`src/design/id_defs.svh`:
```
/* instruction decode field positions and widths
   shared by the decode package and the ID stage RTL */
`ifndef ID_DEFS_SVH
`define ID_DEFS_SVH

`define ID_INSN_W       32

// major opcode
`define ID_OPC_MSB      31
`define ID_OPC_LSB      26

// register operand fields
`define ID_RD_MSB       25
`define ID_RD_LSB       21
`define ID_RA_MSB       20
`define ID_RA_LSB       16
`define ID_RB_MSB       15
`define ID_RB_LSB       11
`define ID_REG_ADDR_W   5

// jump-and-link target register
`define ID_LINK_REG     5'd9

// sync group subcode, bits 25..23
`define ID_XSYNC_MSB    25
`define ID_XSYNC_LSB    23
`define ID_XSYNC_SYS    3'b000
`define ID_XSYNC_TRAP   3'b010

// second alu field and compare code
`define ID_ALUOP2_W     4
`define ID_ALUOP2_LSB   6
`define ID_COMP_W       4
`define ID_COMP_LSB     21

`endif

```
`src/design/id_pkg.sv`:
```
/* decode types: opcodes, alu and load/store operations, operand selects
   and the execute-stage control bundle */
`include "id_defs.svh"

package id_pkg;

	// or1k major opcodes kept by this core
	typedef enum logic [5:0] {
		OPC_J       = 6'h00,
		OPC_JAL     = 6'h01,
		OPC_BNF     = 6'h03,
		OPC_BF      = 6'h04,
		OPC_NOP     = 6'h05,
		OPC_MOVHI   = 6'h06,
		OPC_XSYNC   = 6'h08,
		OPC_RFE     = 6'h09,
		OPC_JR      = 6'h11,
		OPC_JALR    = 6'h12,
		OPC_LWZ     = 6'h21,
		OPC_LWS     = 6'h22,
		OPC_LBZ     = 6'h23,
		OPC_LBS     = 6'h24,
		OPC_LHZ     = 6'h25,
		OPC_LHS     = 6'h26,
		OPC_ADDI    = 6'h27,
		OPC_ADDIC   = 6'h28,
		OPC_ANDI    = 6'h29,
		OPC_ORI     = 6'h2A,
		OPC_XORI    = 6'h2B,
		OPC_MFSPR   = 6'h2D,
		OPC_SH_ROTI = 6'h2E,
		OPC_SFXXI   = 6'h2F,
		OPC_MTSPR   = 6'h30,
		OPC_SW      = 6'h35,
		OPC_SB      = 6'h36,
		OPC_SH      = 6'h37,
		OPC_ALU     = 6'h38,
		OPC_SFXX    = 6'h39
	} opcode_e;

	typedef enum logic [4:0] {
		ALU_ADD   = 5'h00,
		ALU_ADDC  = 5'h01,
		ALU_SUB   = 5'h02,
		ALU_AND   = 5'h03,
		ALU_OR    = 5'h04,
		ALU_XOR   = 5'h05,
		ALU_MUL   = 5'h06,
		ALU_SHROT = 5'h08,
		ALU_DIV   = 5'h09,
		ALU_DIVU  = 5'h0A,
		ALU_MULU  = 5'h0B,
		ALU_MOVHI = 5'h0C,
		ALU_COMP  = 5'h0E,
		ALU_NOP   = 5'h0F
	} alu_op_e;

	// bit 3 marks a store, bit 0 a sign-extending load
	typedef enum logic [3:0] {
		LSU_NOP = 4'b0000,
		LSU_LBZ = 4'b0010,
		LSU_LBS = 4'b0011,
		LSU_LHZ = 4'b0100,
		LSU_LHS = 4'b0101,
		LSU_LWZ = 4'b0110,
		LSU_LWS = 4'b0111,
		LSU_SB  = 4'b1010,
		LSU_SH  = 4'b1100,
		LSU_SW  = 4'b1110
	} lsu_op_e;

	typedef enum logic [2:0] {
		RFWB_NONE = 3'd0,
		RFWB_ALU  = 3'd1,
		RFWB_LSU  = 3'd2,
		RFWB_SPRS = 3'd3,
		RFWB_LR   = 3'd4
	} rfwb_src_e;

	typedef enum logic [1:0] {
		SEL_RF      = 2'd0,
		SEL_IMM     = 2'd1,
		SEL_EX_FORW = 2'd2,
		SEL_WB_FORW = 2'd3
	} sel_e;

	typedef struct packed {
		alu_op_e                   alu_op;
		logic [`ID_ALUOP2_W-1:0]   alu_op2;
		logic [`ID_COMP_W-1:0]     comp_op;
		logic                      spr_read;
		logic                      spr_write;
		rfwb_src_e                 rfwb_src;
		logic                      rfwb_en;
		logic [`ID_REG_ADDR_W-1:0] rf_addrw;
		logic                      except_illegal;
		logic                      sig_syscall;
		logic                      sig_trap;
		logic [`ID_INSN_W-1:0]     simm;
	} ex_ctrl_t;

endpackage

```
`src/design/insn_decoder.sv`:
```
/* instruction decoder
   turns the ID instruction word into execute controls, lsu opcode and immediate */
`timescale 1ns/1ps
`include "id_defs.svh"

module insn_decoder (
	input  logic [`ID_INSN_W-1:0] insn,
	input  logic                  du_hwbkpt,
	output id_pkg::ex_ctrl_t      id_ctrl,
	output id_pkg::lsu_op_e       id_lsu_op,
	output logic                  id_void
);

	id_pkg::opcode_e opc;
	logic [4:0]      alu_sub;
	logic [2:0]      xsync_sub;

	assign opc       = id_pkg::opcode_e'(insn[`ID_OPC_MSB:`ID_OPC_LSB]);
	assign alu_sub   = insn[4:0];
	assign xsync_sub = insn[`ID_XSYNC_MSB:`ID_XSYNC_LSB];

	// l.nop with bit 16 set is a void slot
	assign id_void = (opc == id_pkg::OPC_NOP) & insn[16];

	always_comb begin
		id_ctrl = '0;
		id_ctrl.alu_op = id_pkg::ALU_NOP;
		id_ctrl.rfwb_src = id_pkg::RFWB_NONE;
		id_ctrl.alu_op2 = insn[`ID_ALUOP2_LSB +: `ID_ALUOP2_W];
		id_ctrl.comp_op = insn[`ID_COMP_LSB +: `ID_COMP_W];
		id_ctrl.rf_addrw = insn[`ID_RD_MSB:`ID_RD_LSB];
		id_ctrl.except_illegal = 1'b0;
		id_lsu_op = id_pkg::LSU_NOP;

		case (opc)
			id_pkg::OPC_J, id_pkg::OPC_BNF, id_pkg::OPC_BF, id_pkg::OPC_NOP,
			id_pkg::OPC_XSYNC, id_pkg::OPC_RFE, id_pkg::OPC_JR: begin
				// control flow only, nothing to execute here
			end
			id_pkg::OPC_JAL, id_pkg::OPC_JALR: begin
				id_ctrl.rfwb_src = id_pkg::RFWB_LR;
				id_ctrl.rfwb_en = 1'b1;
				id_ctrl.rf_addrw = `ID_LINK_REG;
			end
			id_pkg::OPC_MOVHI: begin
				id_ctrl.alu_op = id_pkg::ALU_MOVHI;
				id_ctrl.rfwb_src = id_pkg::RFWB_ALU;
				id_ctrl.rfwb_en = 1'b1;
			end
			id_pkg::OPC_ADDI, id_pkg::OPC_ADDIC, id_pkg::OPC_ANDI,
			id_pkg::OPC_ORI, id_pkg::OPC_XORI, id_pkg::OPC_SH_ROTI: begin
				case (opc)
					id_pkg::OPC_ADDI:  id_ctrl.alu_op = id_pkg::ALU_ADD;
					id_pkg::OPC_ADDIC: id_ctrl.alu_op = id_pkg::ALU_ADDC;
					id_pkg::OPC_ANDI:  id_ctrl.alu_op = id_pkg::ALU_AND;
					id_pkg::OPC_ORI:   id_ctrl.alu_op = id_pkg::ALU_OR;
					id_pkg::OPC_XORI:  id_ctrl.alu_op = id_pkg::ALU_XOR;
					default:           id_ctrl.alu_op = id_pkg::ALU_SHROT;
				endcase
				id_ctrl.rfwb_src = id_pkg::RFWB_ALU;
				id_ctrl.rfwb_en = 1'b1;
			end
			id_pkg::OPC_ALU: begin
				id_ctrl.alu_op = id_pkg::alu_op_e'({1'b0, insn[3:0]});
				id_ctrl.rfwb_src = id_pkg::RFWB_ALU;
				id_ctrl.rfwb_en = 1'b1;
				// no multiplier or divider in this core
				id_ctrl.except_illegal = (alu_sub == id_pkg::ALU_MUL) |
					(alu_sub == id_pkg::ALU_MULU) |
					(alu_sub == id_pkg::ALU_DIV) |
					(alu_sub == id_pkg::ALU_DIVU);
			end
			id_pkg::OPC_SFXX, id_pkg::OPC_SFXXI: begin
				id_ctrl.alu_op = id_pkg::ALU_COMP;
			end
			id_pkg::OPC_MFSPR: begin
				id_ctrl.spr_read = 1'b1;
				id_ctrl.rfwb_src = id_pkg::RFWB_SPRS;
				id_ctrl.rfwb_en = 1'b1;
			end
			id_pkg::OPC_MTSPR: begin
				id_ctrl.spr_write = 1'b1;
			end
			id_pkg::OPC_LWZ, id_pkg::OPC_LWS, id_pkg::OPC_LBZ,
			id_pkg::OPC_LBS, id_pkg::OPC_LHZ, id_pkg::OPC_LHS: begin
				case (opc)
					id_pkg::OPC_LWZ: id_lsu_op = id_pkg::LSU_LWZ;
					id_pkg::OPC_LWS: id_lsu_op = id_pkg::LSU_LWS;
					id_pkg::OPC_LBZ: id_lsu_op = id_pkg::LSU_LBZ;
					id_pkg::OPC_LBS: id_lsu_op = id_pkg::LSU_LBS;
					id_pkg::OPC_LHZ: id_lsu_op = id_pkg::LSU_LHZ;
					default:         id_lsu_op = id_pkg::LSU_LHS;
				endcase
				id_ctrl.rfwb_src = id_pkg::RFWB_LSU;
				id_ctrl.rfwb_en = 1'b1;
			end
			id_pkg::OPC_SW: id_lsu_op = id_pkg::LSU_SW;
			id_pkg::OPC_SB: id_lsu_op = id_pkg::LSU_SB;
			id_pkg::OPC_SH: id_lsu_op = id_pkg::LSU_SH;
			default: begin
				id_ctrl.except_illegal = 1'b1;
			end
		endcase

		id_ctrl.sig_syscall = (opc == id_pkg::OPC_XSYNC) & (xsync_sub == `ID_XSYNC_SYS);
		// hardware breakpoint from debug unit rides on the trap
		id_ctrl.sig_trap = ((opc == id_pkg::OPC_XSYNC) & (xsync_sub == `ID_XSYNC_TRAP)) |
			du_hwbkpt;

		// immediate extension
		case (opc)
			id_pkg::OPC_LWZ, id_pkg::OPC_LWS, id_pkg::OPC_LBZ, id_pkg::OPC_LBS,
			id_pkg::OPC_LHZ, id_pkg::OPC_LHS, id_pkg::OPC_ADDI, id_pkg::OPC_ADDIC,
			id_pkg::OPC_XORI, id_pkg::OPC_SFXXI:
				id_ctrl.simm = {{16{insn[15]}}, insn[15:0]};
			// spr number split across rd and the low bits
			id_pkg::OPC_MTSPR:
				id_ctrl.simm = {16'b0, insn[`ID_RD_MSB:`ID_RD_LSB], insn[10:0]};
			// store offset, sign taken from bit 25
			id_pkg::OPC_SW, id_pkg::OPC_SB, id_pkg::OPC_SH:
				id_ctrl.simm = {{16{insn[25]}}, insn[`ID_RD_MSB:`ID_RD_LSB], insn[10:0]};
			default:
				id_ctrl.simm = {16'b0, insn[15:0]};
		endcase
	end

endmodule

```
`src/design/operand_forward.sv`:
```
/* operand select for the two alu inputs
   forwards from EX or WB when the source register is being written */
`timescale 1ns/1ps
`include "id_defs.svh"

module operand_forward (
	input  logic [`ID_REG_ADDR_W-1:0] ra,
	input  logic [`ID_REG_ADDR_W-1:0] rb,
	input  logic                      sel_imm,
	input  id_pkg::ex_ctrl_t          ex_ctrl,
	input  logic [`ID_REG_ADDR_W-1:0] wb_rfaddrw,
	input  logic                      wbforw_valid,
	output id_pkg::sel_e              sel_a,
	output id_pkg::sel_e              sel_b
);

	// EX result is younger than WB so it wins
	function automatic id_pkg::sel_e fwd_sel(input logic [`ID_REG_ADDR_W-1:0] src);
		id_pkg::sel_e sel;
		if ((src == ex_ctrl.rf_addrw) && ex_ctrl.rfwb_en)
			sel = id_pkg::SEL_EX_FORW;
		else if ((src == wb_rfaddrw) && wbforw_valid)
			sel = id_pkg::SEL_WB_FORW;
		else
			sel = id_pkg::SEL_RF;
		return sel;
	endfunction

	always_comb begin
		sel_a = fwd_sel(ra);
		// immediate operand overrides any forward on b
		if (sel_imm)
			sel_b = id_pkg::SEL_IMM;
		else
			sel_b = fwd_sel(rb);
	end

endmodule

```
`src/design/id_ex_stage.sv`:
```
/* ID/EX control register
   holds on ex_freeze, inserts a bubble on id_freeze and clears on flush */
`timescale 1ns/1ps

module id_ex_stage (
	input  logic             clk,
	input  logic             arst_n,
	input  logic             ex_freeze,
	input  logic             id_freeze,
	input  logic             ex_flushpipe,
	input  id_pkg::ex_ctrl_t id_ctrl,
	output id_pkg::ex_ctrl_t ex_ctrl
);

	id_pkg::ex_ctrl_t ctrl_next;
	logic             bubble;

	// inactive control word, alu idle and no write-back
	function automatic id_pkg::ex_ctrl_t idle_ctrl();
		id_pkg::ex_ctrl_t c;
		c = '0;
		c.alu_op = id_pkg::ALU_NOP;
		c.rfwb_src = id_pkg::RFWB_NONE;
		return c;
	endfunction

	assign bubble = id_freeze & ~ex_freeze;

	always_comb begin
		ctrl_next = ex_ctrl;
		if (ex_flushpipe || bubble) begin
			ctrl_next = idle_ctrl();
			// immediate still follows ID unless EX is frozen
			ctrl_next.simm = ex_freeze ? ex_ctrl.simm : id_ctrl.simm;
		end else if (!ex_freeze) begin
			ctrl_next = id_ctrl;
		end
	end

	always_ff @(posedge clk or negedge arst_n) begin
		if (!arst_n)
			ex_ctrl <= idle_ctrl();
		else
			ex_ctrl <= ctrl_next;
	end

endmodule

```
`src/design/id_decode_top.sv`:
```
/* decode control of the ID stage
   decoder, ID/EX register and operand forwarding selects */
`timescale 1ns/1ps
`include "id_defs.svh"

module id_decode_top (
	input  logic                      clk,
	input  logic                      arst_n,
	input  logic [`ID_INSN_W-1:0]     id_insn,
	input  logic                      du_hwbkpt,
	input  logic                      sel_imm,
	input  logic                      ex_freeze,
	input  logic                      id_freeze,
	input  logic                      ex_flushpipe,
	input  logic [`ID_REG_ADDR_W-1:0] wb_rfaddrw,
	input  logic                      wbforw_valid,
	output id_pkg::lsu_op_e           id_lsu_op,
	output logic                      id_void,
	output id_pkg::sel_e              sel_a,
	output id_pkg::sel_e              sel_b,
	output id_pkg::ex_ctrl_t          ex_ctrl
);

	id_pkg::ex_ctrl_t id_ctrl;

	insn_decoder u_decoder (
		.insn      (id_insn),
		.du_hwbkpt (du_hwbkpt),
		.id_ctrl   (id_ctrl),
		.id_lsu_op (id_lsu_op),
		.id_void   (id_void)
	);

	id_ex_stage u_id_ex (
		.clk          (clk),
		.arst_n       (arst_n),
		.ex_freeze    (ex_freeze),
		.id_freeze    (id_freeze),
		.ex_flushpipe (ex_flushpipe),
		.id_ctrl      (id_ctrl),
		.ex_ctrl      (ex_ctrl)
	);

	// sources come from the instruction still in ID
	operand_forward u_forward (
		.ra           (id_insn[`ID_RA_MSB:`ID_RA_LSB]),
		.rb           (id_insn[`ID_RB_MSB:`ID_RB_LSB]),
		.sel_imm      (sel_imm),
		.ex_ctrl      (ex_ctrl),
		.wb_rfaddrw   (wb_rfaddrw),
		.wbforw_valid (wbforw_valid),
		.sel_a        (sel_a),
		.sel_b        (sel_b)
	);

endmodule

```
`config.mk`:
```
export PLATFORM = sky130hd
export DESIGN_NAME = id_decode_top
export DESIGN_NICKNAME = d
export VERILOG_FILES = /design/src/design/id_pkg.sv /design/src/design/insn_decoder.sv /design/src/design/operand_forward.sv /design/src/design/id_ex_stage.sv /design/src/design/id_decode_top.sv
export VERILOG_INCLUDE_DIRS = /design/src /design/src/design
export SDC_FILE = /design/constraint.sdc
export NUM_CORES = 1
export LEC_CHECK = 0
export BUFFER_PORTS_ARGS = -buffer_cell sky130_fd_sc_hd__clkbuf_2
export CAP_MARGIN = 20
export CORE_ASPECT_RATIO = 0.6
export CORE_MARGIN = 2
export CORE_UTILIZATION = 30
export CTS_CLUSTER_SIZE = 30
export DETAILED_ROUTE_END_ITERATION = 12
export GPL_TIMING_DRIVEN = 1
export SLEW_MARGIN = 15
export SYNTH_ARGS = -nofsm -noshare
export SYNTH_HDL_FRONTEND = slang
export SYNTH_HIERARCHICAL = 1
export SYNTH_SLANG_ARGS = --single-unit
```
`constraint.sdc`:
```
create_clock -name clk -period 2 [get_ports clk]
set_input_delay 0.2 -clock clk [delete_from_list [all_inputs] [get_ports clk]]
set_output_delay 0.2 -clock clk [all_outputs]
set_load 0.05 [all_outputs]
```
# Word-level counts from Yosys, hierarchy flattened
# Cells that the tools add are included.
# classes
n_reduce_logical,15
n_eq_ne,39
n_mux,18
bitwise,9
# op_table
cell,n
"equality test 6 bit, second input constant",20
two-way mux 59 bit,2
one-hot mux 32 bit (3 select lines),1
two-way mux 32 bit,1
one-hot mux 4 bit (4 select lines),2
OR reduction 29 bit,1
equality test 5 bit,4
one-hot mux 4 bit (5 select lines),1
one-hot mux 5 bit (4 select lines),1
"equality test 6 x 3 -> 1 bit, second input constant",3
"equality test 5 x 4 -> 1 bit, second input constant",3
one-hot mux 3 bit (5 select lines),1
"equality test 6 x 4 -> 1 bit, second input constant",2
"equality test 6 x 5 -> 1 bit, second input constant",2
OR reduction 6 bit,2
two-way mux 2 bit,5
OR reduction 10 bit,1
OR reduction 8 bit,1
"equality test 6 x 1 -> 1 bit, second input constant",1
"equality test 6 x 2 -> 1 bit, second input constant",1
logical NOT 6 bit,1
"equality test 5 x 3 -> 1 bit, second input constant",1
two-way mux 5 bit,1
bitwise AND 1 bit,4
other kinds (11),19
# word_totals
inputBits,45
wordCells,93
regBits,59

# Depth between registers and ports, before layout
# logic_depth
ltp_word,7
depth_mapped,8

# Cells and area by module
# The synthesis kept the hierarchy.
# by_module_without_submodules
module,n_inst,area_per_inst_um2,cells_per_inst,seq_area_each_um2
id_ex_stage,1,2513.7,190,1481.4
insn_decoder,1,1037.2,160,0.0
operand_forward,1,261.5,32,0.0

# Worst setup path after synthesis
# OpenSTA, ideal clock, no wires.
# synth_timing
path_kind,input to register
startpoint,in id_insn[29]
endpoint,"reg, netlist name u_id_ex/ex_ctrl[17]"
stages,7
required_ns,1.933
setup_ns,0.067
arrival_time_ns,2.902
slack_ns,-0.968
n_path_buf,3
cell_sequence,buf_2 -> buf_2 -> nor4_1 -> nand2_1 -> nand2_1 -> buf_4 -> mux2_2
# synth_lines
item,line,source
"start, declared",id_decode_top.sv:9,"input logic [`ID_INSN_W-1:0] id_insn,"

# Worst setup path in the final report
# layout_timing
startpoint,"reg, netlist name u_id_ex/ex_ctrl[37]"
endpoint,out sel_b[0]
# layout_via
elab_chain_cells,4
# layout_rtl
item,line,source
equality test 5 bit,operand_forward.sv:20,if ((src == ex_ctrl.rf_addrw) && ex_ctrl.rfwb_en)
logical AND 1 bit,operand_forward.sv:20,
two-way mux 2 bit,operand_forward.sv:20,
two-way mux 2 bit,operand_forward.sv:32,if (sel_imm)
"end, declared",id_decode_top.sv:20,"output id_pkg::sel_e sel_b,"
# No other way between the ends.

==> impl_metrics.env <==
export IMPL_status="finished, violations left"
export IMPL_violations="negative setup slack"
export IMPL_skew_ns=0
export IMPL_setup_viol=1
export IMPL_path_class="flop to output pin"
export IMPL_yosysMostFrequentCell="dfrtp_1"
export IMPL_wirelength_um=10600
export IMPL_cts_buffers=9
export IMPL_place_inst=620
export IMPL_clk_path_buf_depth=2
export IMPL_p_sw_frac=0.295
export IMPL_layout_setup_ws_ns=-0.00484
export IMPL_arrival_ns=1.80
export IMPL_syn_inst=382
export IMPL_cts_tree="built"
export IMPL_syn_cell_area_um2=3810
export IMPL_dp_hpwl_um=7880
export IMPL_p_comb_frac=0.215
export IMPL_portBuffers=112
export IMPL_worst_slew_pin_slew_ns=0.551
export IMPL_post_cts_setup_buffers=0
export IMPL_grt_use_total=0.155
export IMPL_yosys_top_cells_count="dfrtp_1, mux2_2, buf_4"
export IMPL_grt_pass1_vias=2937
export IMPL_start_util=0.312
export IMPL_pre_cts_slack_ns=0.114
export IMPL_antenna_found_initial=0
export IMPL_htree_levels=3
export IMPL_final_hold_viol_count=0
export IMPL_fp_dieW_um=150
export IMPL_synth_flop_cell="dfrtp_1"
export IMPL_hold_path_class="input port to flop"
export IMPL_synth_cell_types=49
export IMPL_powerDensity_nw_per_um2=828
export IMPL_syn_num_nets=427
export IMPL_synth_simple_area_share=0.188
export IMPL_max_freq_mhz=499
export IMPL_root_buffer="clkbuf_16"
export IMPL_cap_violations=0
export IMPL_clock_latency_ns=0.32
export IMPL_area_growth_pct=25.4
export IMPL_finalCritPeriodShare=1.00
export IMPL_synth_compound_area_frac=0.146
export IMPL_critPathTopFamily="simple AND/OR/NAND/NOR gates"
export IMPL_numClockSinks=59
export IMPL_fin_cells=637
export IMPL_power_leakage_nw=2.20
export IMPL_die_y_um=91.3
export IMPL_num_rows=31
export IMPL_ys_seq_elements=59
export IMPL_drc=0
export IMPL_critPathMaxFanout=4
export IMPL_synth_fa_ha_area_frac=0
export IMPL_die_area_um2=13700
export IMPL_drive_gt1_frac=0.481
export IMPL_critPathMaxStageDelay_ns=0.43
export IMPL_ir_worst_vdd_mv=0.511
export IMPL_synth_area_top_cells="dfrtp_1, mux2_2, buf_4, o22ai_2, nand2b_1"
export IMPL_power_internal_w=0.00279
export IMPL_yosys_area_top_type="dfrtp_1"
export IMPL_gr_total_overflow=0
export IMPL_critPathRequiredTime_ns=1.80
export IMPL_worst_path_max_delay_cell="dfrtp_2"
export IMPL_synthXorXnorAreaFrac=0.0505
export IMPL_crit_path_start_kind="flop"
export IMPL_viasPerCell=4.89
export IMPL_antenna_cells=0
export IMPL_coreArea_um2=12200
export IMPL_path_buf_inv=1
export IMPL_p_sw_w=0.00117
export IMPL_synth_edff_count=0
export IMPL_largest_register="u_id_ex/ex_ctrl"
export IMPL_synth_top_area_frac=0.361
export IMPL_power_frac_seq=0.331
export IMPL_finalSetupTns_ns=-0.00484
export IMPL_nets=512
export IMPL_rsz0062_at_grt="yes"
export IMPL_multiInputGateArea_um2=1920
export IMPL_first_iter_violations=163
export IMPL_synth_avg_cell_area_um2=9.98
export IMPL_drtPass1Iterations=5
export IMPL_path_clk_slew_ns=0.05
export IMPL_period_minus_slack_ns=2.00
export IMPL_grt_max_degree=39
export IMPL_wl_per_cell_um=16.6
export IMPL_via_count=3116
export IMPL_yosys_warnings=6
export IMPL_synth_top_family_by_area="simple AND/OR/NAND/NOR gates"
export IMPL_grt_pass1_wl_um=16300
export IMPL_postRouteAntennaNets=0
export IMPL_regArea_um2=1490
export IMPL_largestRegisters="u_id_ex/ex_ctrl: 59 flops"
export IMPL_top_level_ports=113
export IMPL_drv_slew=0
export IMPL_muxShareOfSynthArea=0.109
export IMPL_gp_congestion=0.813
export IMPL_p_clk_frac=0.454
export IMPL_fillers=1232
export IMPL_crit_chain="xor2_1 -> nor4_2 -> nand3_1 -> a41o_1 -> buf_8"
export IMPL_largest_reg_flops=59
export IMPL_async_reset_ff_frac=1.00
export IMPL_relSlewSlack=0.632
export IMPL_yosysSeqAreaShare=0.389
export IMPL_worstSetupEndpointType="output pin"
-- per-stage QoR --
stage                     area, um2  total power (W)  hold WS (ns)   util
after global placement         4390          0.00217         0.182  0.360
after global routing           4780          0.00414         0.102  0.391
final                          4780          0.00396         0.113  0.391
after detailed placement       4390          0.00218         0.196  0.360
after CTS                      4770          0.00401        0.0978  0.391
after floorplan                3840          0.00195       -0.0956      -
-- path summary, 6_finish.rpt --
| path | startpoint | endpoint | slack (ns) | cells past startpoint |
|---|---|---|---|---|
| max | u_id_ex/ex_ctrl[37] | sel_b[0] | -0.005 | 5 |
| min | id_insn[5] | u_id_ex/ex_ctrl[5] | 0.11 | 2 |
| max reg2reg | u_id_ex/ex_ctrl[54] | u_id_ex/ex_ctrl[54] | 1.21 | 2 |
| min reg2reg | u_id_ex/ex_ctrl[24] | u_id_ex/ex_ctrl[24] | 0.51 | 1 |
| max in group asynchronous | arst_n | u_id_ex/ex_ctrl[54] | 1.00 | 3 |
| min in group asynchronous | arst_n | u_id_ex/ex_ctrl[21] | 0.37 | 2 |
-- cell families (layout without fill, tap and decap cells) --
family	Yosys count	in the layout
DFF	59	59
xor gates and xnor gates	22	22
buffers and inverters	69	159
and+or+nand+nor	129	129
muxes	37	37
AOI/OAI and AO/OA	65	65
other	1	1
-- final cells by class --
type / count / area share
clock buffers: 10 / 0.0500
flip-flops and latches: 59 / 0.311
repair buffers: 137 / 0.167
multi-input cells: 254 / 0.401
well taps: 165 / 0.0432
inverters: 6 / 0.00471
clock inverters: 6 / 0.0233
-- routing by layer --
| metal | up-vias | part of all wire | global-route usage |
|---|---|---|---|
| li1 | 1471 | - | - |
| met4 | 0 | 0.0075 | 0.0317 |
| met3 | 8 | 0.091 | 0.0588 |
| met1 | 1509 | 0.49 | 0.231 |
| met5 | - | 0 | 0 |
| met2 | 128 | 0.41 | 0.209 |
-- power by group through the flow --
stage / combinational, W / sequential [W] / clock (W)
6_report: 0.000851 / 0.00131 / 0.00180
5_1_grt: 0.000907 / 0.00132 / 0.00191
4_1_cts: 0.000854 / 0.00131 / 0.00184
3_5_place_dp: 0.000848 / 0.00133 / 0
3_3_place_gp: 0.000840 / 0.00133 / 0
2_1_floorplan: 0.000376 / 0.00158 / 0
-- placed cells by master, fill, tap and decap left out, types with 3 or more instances in the layout --
cell       count
a21oi_1       12
and2_1         3
and3_1         3
buf_4         22
bufinv_16      3
clkbuf_16      9
clkbuf_2     107
dfrtp_1       52
dfrtp_2        3
dfstp_2        4
inv_1          6
mux2_2        37
nand2_1       32
nand2b_1      28
nand3_1        7
nor2_1        22
nor2b_1        7
nor3_1         3
nor3b_1        5
nor4_1         4
nor4_2         3
o21ai_0        9
o22ai_1        4
o22ai_2       20
xnor2_1        6
xor2_1        16
-- repair_timing --
| action | CTS | global route |
|---|---|---|
| endpoints found under the setup margin | 3 | 4 |
| hold buffers | 1 | 0 |
| gates resized for setup | 6 | 5 |
| hold endpoints to repair | 21 | 0 |
| pin swaps | 4 | 1 |
Note: power is estimated with default switching activity, not from simulation.
